==> src/source/fpu_pkg.sv <==
// FPU bit operations package
package fpu_pkg;

    // ==============================
    // Types
    // ==============================

    // Extended value is sign, biased exponent and explicit-integer significand
    typedef logic [79:0] fp80_t;
    typedef logic [14:0] fp_exp_t;
    typedef logic [63:0] fp_mant_t;
    typedef logic signed [15:0] int16_t_w;

    // Operation codes keep the numbering of the full arithmetic unit
    typedef enum logic [4:0] {
        OP_INT16_TO_FP = 5'd4,
        OP_FP_TO_INT16 = 5'd6,
        OP_FXTRACT     = 5'd23,
        OP_FSCALE      = 5'd24
    } fpu_op_t;

    // ==============================
    // Field constants
    // ==============================

    localparam fp_exp_t  EXP_BIAS         = 15'd16383;
    localparam fp_exp_t  EXP_MAX          = 15'd32767;
    localparam fp_exp_t  EXP_NORMAL_MAX   = 15'd32766;
    localparam int       SCALE_LIMIT      = 16384;
    localparam fp_mant_t MANT_INF         = 64'h8000_0000_0000_0000;
    localparam int16_t_w INT16_INDEFINITE = 16'sh8000;

    // ==============================
    // Classification helpers
    // ==============================

    function automatic logic is_zero(input fp80_t v);
        return (v[78:64] == '0) && (v[63:0] == '0);
    endfunction

    function automatic logic is_inf(input fp80_t v);
        return (v[78:64] == EXP_MAX) && (v[63:0] == MANT_INF);
    endfunction

    // Any all-ones exponent that is not exactly infinity
    function automatic logic is_nan(input fp80_t v);
        return (v[78:64] == EXP_MAX) && (v[63:0] != MANT_INF);
    endfunction

    function automatic logic is_denormal(input fp80_t v);
        return (v[78:64] == '0) && (v[63:0] != '0);
    endfunction

    function automatic fp80_t make_inf(input logic sign);
        return {sign, EXP_MAX, MANT_INF};
    endfunction

    function automatic fp80_t make_zero(input logic sign);
        return {sign, 79'd0};
    endfunction

    // Integer part of |v| truncated toward zero
    // Bit 16 marks a magnitude of 2^16 or more
    function automatic logic [16:0] int_part(input fp80_t v);
        fp_exp_t  e;
        fp_mant_t m;
        logic [5:0] sh;
        e = v[78:64];
        if (e < EXP_BIAS) begin
            return '0;
        end
        if (e > EXP_BIAS + 15'd15) begin
            return 17'h1_0000;
        end
        // Integer bit sits at bit 63, so shift the fraction out
        sh = 6'd63 - 6'(e - EXP_BIAS);
        m = v[63:0] >> sh;
        return {1'b0, m[15:0]};
    endfunction

    // Exact conversion of a signed 16-bit integer
    function automatic fp80_t int16_to_fp80(input int16_t_w val);
        logic [15:0] mag;
        logic [3:0]  msb;
        fp_exp_t     e;
        fp_mant_t    m;
        if (val == '0) begin
            return make_zero(1'b0);
        end
        mag = val[15] ? (~val + 16'd1) : val;
        // Leading one search, highest set bit wins
        msb = 4'd0;
        for (int i = 0; i < 16; i++) begin
            if (mag[i]) begin
                msb = 4'(i);
            end
        end
        e = EXP_BIAS + fp_exp_t'(msb);
        m = fp_mant_t'(mag) << (6'd63 - {2'b00, msb});
        return {val[15], e, m};
    endfunction

endpackage
==> src/source/fp_result_if.sv <==
// Operation unit result bus
`timescale 1ns/10ps

interface fp_result_if
    import fpu_pkg::*;
();

    fp80_t    result;
    // Second value, only FXTRACT fills it
    fp80_t    result_secondary;
    logic     has_secondary;
    int16_t_w int_result;
    logic     invalid;
    logic     overflow;

    // Unit side drives everything
    modport unit (
        output result,
        output result_secondary,
        output has_secondary,
        output int_result,
        output invalid,
        output overflow
    );

    // Selector side only reads
    modport sel (
        input result,
        input result_secondary,
        input has_secondary,
        input int_result,
        input invalid,
        input overflow
    );

endinterface

==> src/source/fpu_bitops_unit.sv <==
// FPU bit operations unit
`timescale 1ns/10ps

module fpu_bitops_unit
    import fpu_pkg::*;
(
    input  logic     clk,
    input  logic     rst_n,
    input  logic     enable,
    input  fpu_op_t  operation,
    input  fp80_t    operand_a,
    input  fp80_t    operand_b,
    input  int16_t_w int16_in,
    output fp80_t    result,
    output fp80_t    result_secondary,
    output logic     has_secondary,
    output int16_t_w int16_out,
    output logic     done,
    output logic     flag_invalid,
    output logic     flag_denormal,
    output logic     flag_overflow
);

    // One result bus per operation unit
    fp_result_if xtr_bus ();
    fp_result_if scl_bus ();
    fp_result_if cnv_bus ();

    // ==============================
    // Operation units
    // ==============================

    fp_extract u_fp_extract (
        .operand_a (operand_a),
        .bus       (xtr_bus.unit)
    );

    fp_scale u_fp_scale (
        .operand_a (operand_a),
        .operand_b (operand_b),
        .bus       (scl_bus.unit)
    );

    int16_convert u_int16_convert (
        .operation (operation),
        .operand_a (operand_a),
        .int16_in  (int16_in),
        .bus       (cnv_bus.unit)
    );

    // Registered selection, one cycle after enable
    fpu_result_select u_fpu_result_select (
        .clk              (clk),
        .rst_n            (rst_n),
        .enable           (enable),
        .operation        (operation),
        .operand_a        (operand_a),
        .operand_b        (operand_b),
        .xtr              (xtr_bus.sel),
        .scl              (scl_bus.sel),
        .cnv              (cnv_bus.sel),
        .result           (result),
        .result_secondary (result_secondary),
        .has_secondary    (has_secondary),
        .int16_out        (int16_out),
        .done             (done),
        .flag_invalid     (flag_invalid),
        .flag_denormal    (flag_denormal),
        .flag_overflow    (flag_overflow)
    );

endmodule

==> src/source/fpu_result_select.sv <==
// FPU result select and output register
`timescale 1ns/10ps

module fpu_result_select
    import fpu_pkg::*;
(
    input  logic      clk,
    input  logic      rst_n,
    input  logic      enable,
    input  fpu_op_t   operation,
    input  fp80_t     operand_a,
    input  fp80_t     operand_b,
    fp_result_if.sel  xtr,
    fp_result_if.sel  scl,
    fp_result_if.sel  cnv,
    output fp80_t     result,
    output fp80_t     result_secondary,
    output logic      has_secondary,
    output int16_t_w  int16_out,
    output logic      done,
    output logic      flag_invalid,
    output logic      flag_denormal,
    output logic      flag_overflow
);

    logic     op_kept;
    logic     fire;
    logic     to_int;
    logic     denorm;
    fp80_t    pick_res;
    fp80_t    pick_sec;
    logic     pick_has_sec;
    int16_t_w pick_int;
    logic     pick_inv;
    logic     pick_ovf;

    // ==============================
    // Operation decode
    // ==============================

    always_comb begin
        op_kept = 1'b1;
        case (operation)
            OP_FXTRACT: begin
                {pick_res, pick_sec, pick_has_sec} = {xtr.result, xtr.result_secondary,
                                                      xtr.has_secondary};
                {pick_int, pick_inv, pick_ovf} = {xtr.int_result, xtr.invalid, xtr.overflow};
            end
            OP_FSCALE: begin
                {pick_res, pick_sec, pick_has_sec} = {scl.result, scl.result_secondary,
                                                      scl.has_secondary};
                {pick_int, pick_inv, pick_ovf} = {scl.int_result, scl.invalid, scl.overflow};
            end
            OP_INT16_TO_FP, OP_FP_TO_INT16: begin
                {pick_res, pick_sec, pick_has_sec} = {cnv.result, cnv.result_secondary,
                                                      cnv.has_secondary};
                {pick_int, pick_inv, pick_ovf} = {cnv.int_result, cnv.invalid, cnv.overflow};
            end
            default: begin
                // Unknown codes never complete
                op_kept = 1'b0;
                {pick_res, pick_sec, pick_has_sec} = '0;
                {pick_int, pick_inv, pick_ovf} = '0;
            end
        endcase
    end

    assign fire   = enable && op_kept;
    assign to_int = (operation == OP_FP_TO_INT16);
    // Denormal check skips the conversions
    assign denorm = ((operation == OP_FXTRACT) || (operation == OP_FSCALE)) &&
                    (is_denormal(operand_a) || is_denormal(operand_b));

    // ==============================
    // Output register
    // ==============================

    always_ff @(posedge clk or negedge rst_n) begin
        if (!rst_n) begin
            done             <= 1'b0;
            result           <= '0;
            result_secondary <= '0;
            has_secondary    <= 1'b0;
            int16_out        <= '0;
            flag_invalid     <= 1'b0;
            flag_denormal    <= 1'b0;
            flag_overflow    <= 1'b0;
        end else begin
            // Everything drops back to zero outside the done cycle
            done             <= fire;
            result           <= (fire && !to_int) ? pick_res : '0;
            result_secondary <= (fire && !to_int) ? pick_sec : '0;
            has_secondary    <= fire && !to_int && pick_has_sec;
            int16_out        <= (fire && to_int) ? pick_int : '0;
            flag_invalid     <= fire && pick_inv;
            flag_denormal    <= fire && denorm;
            flag_overflow    <= fire && pick_ovf;
        end
    end

    // Every done pulse traces back to an enable one cycle earlier
    a_done_after_enable: assert property (
        @(posedge clk) disable iff (!rst_n) done |-> $past(enable)
    );

    // Secondary result only shows up alongside done
    a_secondary_in_done: assert property (
        @(posedge clk) disable iff (!rst_n) has_secondary |-> done
    );

endmodule

==> src/source/int16_convert.sv <==
// Int16 and FP80 conversions
`timescale 1ns/10ps

module int16_convert
    import fpu_pkg::*;
(
    input  fpu_op_t   operation,
    input  fp80_t     operand_a,
    input  int16_t_w  int16_in,
    fp_result_if.unit bus
);

    logic [16:0] a_int;
    fp80_t       fp_res;
    int16_t_w    int_res;
    logic        inv;

    always_comb begin
        a_int   = int_part(operand_a);
        fp_res  = '0;
        int_res = '0;
        inv     = 1'b0;

        case (operation)
            // ==============================
            // Integer to extended
            // ==============================
            OP_INT16_TO_FP: begin
                // Always exact, 16 bits fit in the significand
                fp_res = int16_to_fp80(int16_in);
            end

            // ==============================
            // Extended to integer
            // ==============================
            OP_FP_TO_INT16: begin
                if (is_nan(operand_a) || is_inf(operand_a) || a_int[16]) begin
                    int_res = INT16_INDEFINITE;
                    inv     = 1'b1;
                end else if (operand_a[79]) begin
                    // Negative side reaches down to -32768
                    if (a_int[15:0] > 16'h8000) begin
                        int_res = INT16_INDEFINITE;
                        inv     = 1'b1;
                    end else begin
                        int_res = ~a_int[15:0] + 16'd1;
                    end
                end else if (a_int[15]) begin
                    // Positive magnitude above 32767
                    int_res = INT16_INDEFINITE;
                    inv     = 1'b1;
                end else begin
                    int_res = a_int[15:0];
                end
            end

            default: begin
                inv = 1'b0;
            end
        endcase
    end

    assign bus.result           = fp_res;
    assign bus.result_secondary = '0;
    assign bus.has_secondary    = 1'b0;
    assign bus.int_result       = int_res;
    assign bus.invalid          = inv;
    assign bus.overflow         = 1'b0;

endmodule

==> src/source/fp_scale.sv <==
// FSCALE exponent adjustment
`timescale 1ns/10ps

module fp_scale
    import fpu_pkg::*;
(
    input  fp80_t     operand_a,
    input  fp80_t     operand_b,
    fp_result_if.unit bus
);

    logic [16:0]       b_int;
    logic signed [18:0] scale;
    logic signed [18:0] new_exp;
    fp80_t             scaled;
    logic              ovf;

    // ==============================
    // Scale from operand b
    // ==============================

    always_comb begin
        b_int = int_part(operand_b);
        if (b_int[16]) begin
            // Huge scales saturate, result is out of range anyway
            scale = operand_b[79] ? -19'(SCALE_LIMIT) : 19'(SCALE_LIMIT);
        end else if (operand_b[79]) begin
            scale = -$signed({2'b00, b_int});
        end else begin
            scale = $signed({2'b00, b_int});
        end
        // Headroom for 32767 plus the largest unsaturated scale
        new_exp = $signed({4'b0000, operand_a[78:64]}) + scale;
    end

    // ==============================
    // Special cases and range check
    // ==============================

    always_comb begin
        ovf = 1'b0;
        if (is_nan(operand_a) || is_nan(operand_b)) begin
            // First NaN wins
            scaled = is_nan(operand_a) ? operand_a : operand_b;
        end else if (is_zero(operand_a) || is_inf(operand_a)) begin
            scaled = operand_a;
        end else if (is_inf(operand_b)) begin
            // 2^-inf collapses to zero, 2^+inf blows up
            scaled = operand_b[79] ? make_zero(operand_a[79]) : make_inf(operand_a[79]);
        end else if (new_exp > $signed({4'b0000, EXP_NORMAL_MAX})) begin
            scaled = make_inf(operand_a[79]);
            ovf = 1'b1;
        end else if (new_exp < 19'sd1) begin
            scaled = make_zero(operand_a[79]);
        end else begin
            // Significand untouched, only the exponent moves
            scaled = {operand_a[79], new_exp[14:0], operand_a[63:0]};
        end
    end

    assign bus.result           = scaled;
    assign bus.result_secondary = '0;
    assign bus.has_secondary    = 1'b0;
    assign bus.int_result       = '0;
    assign bus.invalid          = 1'b0;
    assign bus.overflow         = ovf;

endmodule

==> src/source/fp_extract.sv <==
// FXTRACT significand and exponent split
`timescale 1ns/10ps

module fp_extract
    import fpu_pkg::*;
(
    input  fp80_t     operand_a,
    fp_result_if.unit bus
);

    fp80_t    significand;
    fp80_t    exponent;
    int16_t_w unbiased;

    always_comb begin
        // True exponent, always fits in 16 signed bits
        unbiased = {1'b0, operand_a[78:64]} - {1'b0, EXP_BIAS};

        // Special values pass straight through
        if (is_zero(operand_a) || is_inf(operand_a) || is_nan(operand_a)) begin
            significand = operand_a;
        end else begin
            // Rebias so the value lands in [1.0, 2.0)
            significand = {operand_a[79], EXP_BIAS, operand_a[63:0]};
        end

        if (is_zero(operand_a)) begin
            // Zero gives negative infinity
            exponent = make_inf(1'b1);
        end else if (is_inf(operand_a)) begin
            exponent = make_inf(1'b0);
        end else if (is_nan(operand_a)) begin
            exponent = operand_a;
        end else begin
            exponent = int16_to_fp80(unbiased);
        end
    end

    // ==============================
    // Bus outputs
    // ==============================

    assign bus.result           = significand;
    assign bus.result_secondary = exponent;
    assign bus.has_secondary    = 1'b1;
    assign bus.int_result       = '0;
    // FXTRACT never traps here
    assign bus.invalid          = 1'b0;
    assign bus.overflow         = 1'b0;

endmodule

==> config.mk <==
export PLATFORM = sky130hd
export DESIGN_NAME = fpu_bitops_unit
export DESIGN_NICKNAME = d
export VERILOG_FILES = /design/src/source/fpu_pkg.sv /design/src/source/fp_result_if.sv /design/src/source/fpu_bitops_unit.sv /design/src/source/fpu_result_select.sv /design/src/source/int16_convert.sv /design/src/source/fp_scale.sv /design/src/source/fp_extract.sv
export SDC_FILE = /design/constraint.sdc
export NUM_CORES = 1
export LEC_CHECK = 0
export CAP_MARGIN = 20
export CORE_MARGIN = 2
export CORE_UTILIZATION = 30
export CTS_BUF_LIST = sky130_fd_sc_hd__clkbuf_2
export DETAILED_ROUTE_END_ITERATION = 10
export DONT_BUFFER_PORTS = 1
export GPL_TIMING_DRIVEN = 0
export PLACE_DENSITY = 0.45
export SLEW_MARGIN = 20
export SYNTH_ARGS = -nofsm -noshare
export SYNTH_HDL_FRONTEND = slang
export SYNTH_SLANG_ARGS = --single-unit
export TNS_END_PERCENT = 20
==> constraint.sdc <==
create_clock -name clk -period 0.9 [get_ports clk]
set_input_delay 0.09 -clock clk [delete_from_list [all_inputs] [get_ports clk]]
set_output_delay 0.09 -clock clk [all_outputs]
set_load 0.005 [all_outputs]
==> impl_metrics.csv, run 1 <==
group,metric,value,unit
status,status,"finished, violations left",
status,violations,"negative hold slack, negative setup slack",
synth,yosysTopAreaCell,"dfrtp_1",
critical_path,cp-start-kind,"input port",
timing,fin_ws,-4.36,ns
critical_path,crit_required,1.92,ns
synth,syn_area,0.0188,mm^2
timing,holdWs,-1.47,ns
cts,cts_tree,"yes",
global_route,grt_pass1_wl,148000,um
global_route,grt_max_degree,182,
cts,htree_levels,4,
finish,stdcell_area,0.0257,mm^2
floorplanning,die_w,254,um
finish,multi_input_area,0.0147,mm^2
drt,drcViolationCount,0,
drt,ant_nets,0,
placed_design,dp.cells,2818,
synth,ys_ff_latch,181,
drt,drt-initial-drc-count,2341,
finish,final_cell_mix,"dlygate4sd3_1, dfrtp_1, nand2_1, nor2_1, mux4_2",
finish,fin_nets,2583,
timing,timing.slew.headroom,29.8,%
critical_path,cp_data_arrival_time,6.29,ns
floorplanning,core-area,0.0618,mm^2
finish,ff_latch_area,0.00453,mm^2
synth,synth_fp_nets,2195,
placed_design,port-buffer-count,0,
power_and_ir_drop,p_per_area,1130,mW/mm^2
timing,worstMarginPinSlew,1.04,ns
cts,cts_sinks,181,
finish,layout.cells.non_filler,3248,
synth,synthTopCellsByArea,"dfrtp_1, mux4_2, mux2i_1, mux2_2, nand2_1",
synth,yosysUniqueCellTypes,116,
finish,nFillCells,6008,
synth,synth_top_cell_area_share,24.1,%
timing,tns,-674.43,ns
timing,period_needed,5.26,ns
timing,fmax,0.190,GHz
timing,setup_viol,362,
floorplanning,dieHeight,254,um
floorplanning,die_area,0.0647,mm^2
global_route,track_usage,32.1,%
drt,postRouteWirelength,108000,um
timing,grt_setup_unrepaired,"true",
cts,cts_buffers,17,
job,cap_violations,0,
synth,synth_edf_count,0,
global_route,first_global_vias,20000,
drt,viasPerCell,6.46,
floorplanning,initial_utilization,30.4,%
finish,drive_above_1_share,27.6,%
floorplanning,rows,91,
timing,hold_viol,297,
drt,firstDrtPassIters,6,
global_route,grt-ovfl-total,0,
cts,cts_root_buf,"clkbuf_2",
power_and_ir_drop,vdd_drop_max,0.944,mV
cts,cts_buffer_depth,2,
floorplanning,io_pins,365,
placed_design,dp_hpwl,73900,um
finish,area_delta_synth_final,36.9,%
critical_path,end_kind,"register",
synth,synth-async-reset-ratio,100,%
finish,final_common_cell,"dlygate4sd3_1",
synth,yosys_warnings,0,
finish,final_util,41.6,%
critical_path,crit_type,"input port to register",
synth,syn_avg_cell_area,9.49,um^2
timing,slew_violations,0,
power_and_ir_drop,leakage,10.9,nW
critical_path,critical_path.max_stage_delay,0.55,ns
critical_path,cpMaxStageDelayCell,"mux4_2",
critical_path,crit_start,"operand_b[64]",
synth,syn_inst,1981,
global_route,antenna_found_initial,22,
placed_design,place.gp.congestion,0.991,
cts,clk_pin_slew_worst_paths,0.39,ns
drt,wl_per_cell,33.1,um
worst_hold_path,hp-class,"input port to asynchronous set/reset pin",
drt,vias,21000,
timing,post-route-period-util,585,%
placed_design,placed_cell_area,0.0200,mm^2
synth,yosysSeqAreaShare,24.1,%
power_and_ir_drop,power,0.0292,W
synth,ys.flop_type,"dfrtp_1",
critical_path,critPathMaxFanout,7,
-- power by group --
group,internal (W),leakage [nW],switching (W)
clock network,0.00112,0.166,0.00403
logic,0.00694,8.16,0.00892
registers,0.00818,2.53,0.00000983
-- final timing paths --
| path | slack (ns) | endpoint | cells past startpoint |
|---|---|---|---|
| hold / removal | -1.47 | u_fpu_result_select.result_secondary[22] | 0 |
| min in group clk | -0.57 | u_fpu_result_select.result_secondary[78] | 4 |
| setup / recovery | -4.36 | u_fpu_result_select.result[67] | 31 |
| max in group asynchronous | 1.93 | u_fpu_result_select.result[66] | 0 |
-- final cells by class --
class                           instances  share of cell area [%]
Antenna cell                           29                   0.282
Timing Repair Buffer                  369                    14.7
Tap cell                              837                    4.07
Sequential cell                       181                    17.6
Clock inverter                         15                   0.802
Multi-Input combinational cell       1602                    57.0
Buffer                                145                    4.24
Clock buffer                           17                   0.331
Inverter                               53                   0.909
-- Yosys cell counts, types with 14 or more instances --
cell type / instances
a31oi_1: 25
o211ai_1: 17
buf_4: 19
a22oi_1: 16
nand2_1: 164
buf_2: 40
nor3_1: 45
inv_1: 48
a211oi_1: 26
and3_1: 65
xnor2_1: 49
o21ai_0: 85
xor2_1: 41
o21a_1: 14
mux4_2: 119
a22o_1: 50
o221ai_1: 17
ha_1: 29
a221o_1: 15
clkbuf_1: 62
nand4_1: 26
dfrtp_1: 181
o31ai_1: 17
and2_1: 18
nor2_1: 130
a21oi_1: 87
nor4_1: 47
nand2b_1: 16
mux2_2: 69
mux2i_1: 123
nand3_1: 39
-- metrics by stage --
stage	hold WS (ns)	setup WS (ns)
global route	-1.61	-4.41
global placement	-0.201	-6.97
floorplan	-0.206	-4.97
CTS	-1.60	-4.27
detailed placement	-0.202	-6.85
finish	-1.47	-4.36
-- worst max-delay path: cells and delay by family --
kind	cells	cell delay, ns
compound gates	11	2.37
buf+inv	7	1.09
xor+xnor	1	0.23
simple gates	7	0.80
mux	3	1.05
fa+ha+maj	2	0.62
-- cell families after synthesis --
family	count (synthesis)	share of synthesized area (%)
DFF	181	24.1
buffers and inverters	199	5.31
muxes	323	26.5
AOI/OAI and AO/OA	522	20.3
and+or+nand+nor	632	17.2
adders and majority gates	30	2.04
xor gates and xnor gates	94	4.60
-- what timing repair did --
action / 4_1_cts / 5_1_grt
setup buffers: 56 / 23
pin swaps: 49 / 83
gates cloned: 7 / 3
hold endpoints to repair: 362 / 349
hold buffers: 246 / 37
setup endpoints to repair: 361 / 362
gates resized for setup: 213 / 283
-- metal layers --
layer / GRT usage (%) / up-vias / wire (um)
li1: - / 8593 / -
met1: 40.8 / 10600 / 41500
met2: 49.8 / 1428 / 48000
met3: 10.5 / 327 / 12300
met4: 13.6 / 6 / 5860
met5: 0 / - / 50
-- registers in the layout, summed over array words and instances, names as in the netlist --
register and cells:
u_fpu_result_select.done 1, u_fpu_result_select.flag_invalid 1, u_fpu_result_select.int16_out 16, u_fpu_result_select.result_secondary 80, u_fpu_result_select.flag_overflow 1, u_fpu_result_select.result 80
u_fpu_result_select.flag_denormal 1, u_fpu_result_select.has_secondary 1
No activity file was read; power rests on OpenSTA's default activity.
==> run 2: changes to the inputs <==
--- a/config.mk
+++ b/config.mk
@@ -12,7 +12,7 @@
 export DETAILED_ROUTE_END_ITERATION = 10
 export DONT_BUFFER_PORTS = 1
 export GPL_TIMING_DRIVEN = 0
-export PLACE_DENSITY = 0.45
+export PLACE_DENSITY = 0.46
 export SLEW_MARGIN = 20
 export SYNTH_ARGS = -nofsm -noshare
 export SYNTH_HDL_FRONTEND = slang
==> impl_metrics.csv, run 2 (same netlist as run 1, synthesis figures left out) <==
group,metric,value,unit
critical_path,critical_path.max_stage_delay,0.59,ns
drt,postRouteWirelength,107000,um
placed_design,port-buffer-count,0,
cts,clk_pin_slew_worst_paths,0.42,ns
floorplanning,die_w,254,um
power_and_ir_drop,vdd_drop_max,0.878,mV
critical_path,crit_type,"input port to register",
timing,fin_ws,-4.41,ns
finish,final_cell_mix,"dlygate4sd3_1, dfrtp_1, nand2_1, nor2_1, mux4_2",
placed_design,dp_hpwl,73700,um
status,status,"finished, violations left",
finish,area_delta_synth_final,36.2,%
global_route,grt-ovfl-total,0,
global_route,grt_pass1_wl,149000,um
finish,ff_latch_area,0.00453,mm^2
critical_path,crit_buf_inv,9,
floorplanning,io_pins,365,
worst_hold_path,hp-class,"input port to asynchronous set/reset pin",
drt,drcViolationCount,0,
finish,multi_input_area,0.0147,mm^2
finish,nFillCells,6054,
critical_path,critPathMaxFanout,8,
finish,layout.cells.non_filler,3234,
drt,drt-initial-drc-count,2481,
critical_path,cp-start-kind,"input port",
job,cap_violations,0,
critical_path,path_delay_family,"compound AO/OA/AOI/OAI gates",
finish,final_common_cell,"dlygate4sd3_1",
timing,grt_setup_unrepaired,"true",
critical_path,cpMaxStageDelayCell,"mux4_1",
timing,hold_viol,235,
timing,tns,-662.75,ns
drt,firstDrtPassIters,7,
timing,holdWs,-1.39,ns
cts,htree_levels,4,
placed_design,place.gp.congestion,0.991,
floorplanning,rows,91,
power_and_ir_drop,p_per_area,1130,mW/mm^2
status,violations,"negative hold slack, negative setup slack",
floorplanning,dieHeight,254,um
cts,cts_buffers,17,
critical_path,cp_data_arrival_time,6.25,ns
cts,cts_tree,"yes",
critical_path,crit_required,1.84,ns
timing,worstMarginPinSlew,0.922,ns
global_route,antenna_found_initial,16,
timing,period_needed,5.31,ns
timing,post-route-period-util,590,%
power_and_ir_drop,leakage,10.7,nW
cts,cts_root_buf,"clkbuf_2",
global_route,track_usage,32.0,%
placed_design,dp.cells,2819,
timing,timing.slew.headroom,38.5,%
cts,cts_sinks,181,
floorplanning,core-area,0.0618,mm^2
finish,fin_nets,2571,
timing,setup_viol,362,
finish,reg.largest.list,"u_fpu_result_select.result: 80 flops, u_fpu_result_select.result_secondary: 80 flops, u_fpu_result_select.int16_out: 16 flops",
drt,viasPerCell,6.46,
global_route,first_global_vias,20100,
drt,ant_nets,0,
finish,drive_above_1_share,27.6,%
floorplanning,initial_utilization,30.4,%
critical_path,end_kind,"register",
floorplanning,die_area,0.0647,mm^2
drt,wl_per_cell,33.2,um
critical_path,path_common_cell,"buf_12",
timing,fmax,0.188,GHz
timing,slew_violations,0,
global_route,grt_max_degree,182,
drt,vias,20900,
cts,cts_buffer_depth,2,
[run 2: cell count changes in the layout (fill, tap and decap cells not counted), moves of 3 or more]
cell / change
o221ai_2: +4
inv_12: -3
clkinv_8: +3
buf_4: -8
dlymetal6s2s_1: -5
o221ai_1: -3
buf_8: +6
ha_4: -3
clkbuf_1: +4
dlygate4sd3_1: -4
nor4_2: +4
[run 2: cell type report]
cell class / count / share of cell area (%)
Antenna cell: 27 / 0.264
Buffer: 143 / 4.41
Clock buffer: 17 / 0.332
Clock inverter: 15 / 0.787
Inverter: 53 / 0.914
Multi-Input combinational cell: 1602 / 57.3
Sequential cell: 181 / 17.7
Tap cell: 837 / 4.09
Timing Repair Buffer: 359 / 14.2
[run 2: report_power, final]
part / internal (W) / leakage (nW) / switching (W)
Combinational: 0.00692 / 8.05 / 0.00890
Clock: 0.00104 / 0.162 / 0.00391
Sequential: 0.00818 / 2.53 / 0.0000103
Total: 0.0161 / 10.7 / 0.0128
[run 2: metrics by stage]
stage          util, %  instance area, um^2  setup WS, ns  power, W  hold slack, ns
6_report          41.4                25600         -4.41    0.0290           -1.39
3_5_place_dp      32.4                20000         -6.95    0.0199          -0.201
5_1_grt           41.4                25600         -4.45    0.0301           -1.49
2_1_floorplan        -                18900         -4.97    0.0169          -0.206
3_3_place_gp      32.3                20000         -7.05    0.0200          -0.201
4_1_cts           39.0                24100         -4.30    0.0274           -1.57
[run 2: worst paths after layout]
check	from	to	slack, ns	cells after the start
min in group clk	operation[4]	u_fpu_result_select.result[79]	-0.52	3
hold / removal	rst_n	u_fpu_result_select.result[39]	-1.39	0
setup / recovery	operand_b[64]	u_fpu_result_select.result[55]	-4.41	31
max in group asynchronous	rst_n	u_fpu_result_select.result[56]	1.78	0
[run 2: what timing repair did]
| item | CTS | global route |
|---|---|---|
| endpoints found under the hold margin | 362 | 308 |
| cloned | 7 | 3 |
| endpoints found under the setup margin | 361 | 362 |
| gates resized for setup | 188 | 316 |
| pin swaps | 47 | 77 |
| hold buffers | 242 | 35 |
| buffers inserted | 43 | 33 |
[run 2: routing by layer]
metal / global-route usage (%) / share of wire (%)
met2: 50.4 / 45
met5: 0 / 0.012
met4: 14.0 / 5.4
met1: 40.6 / 38
met3: 9.47 / 12
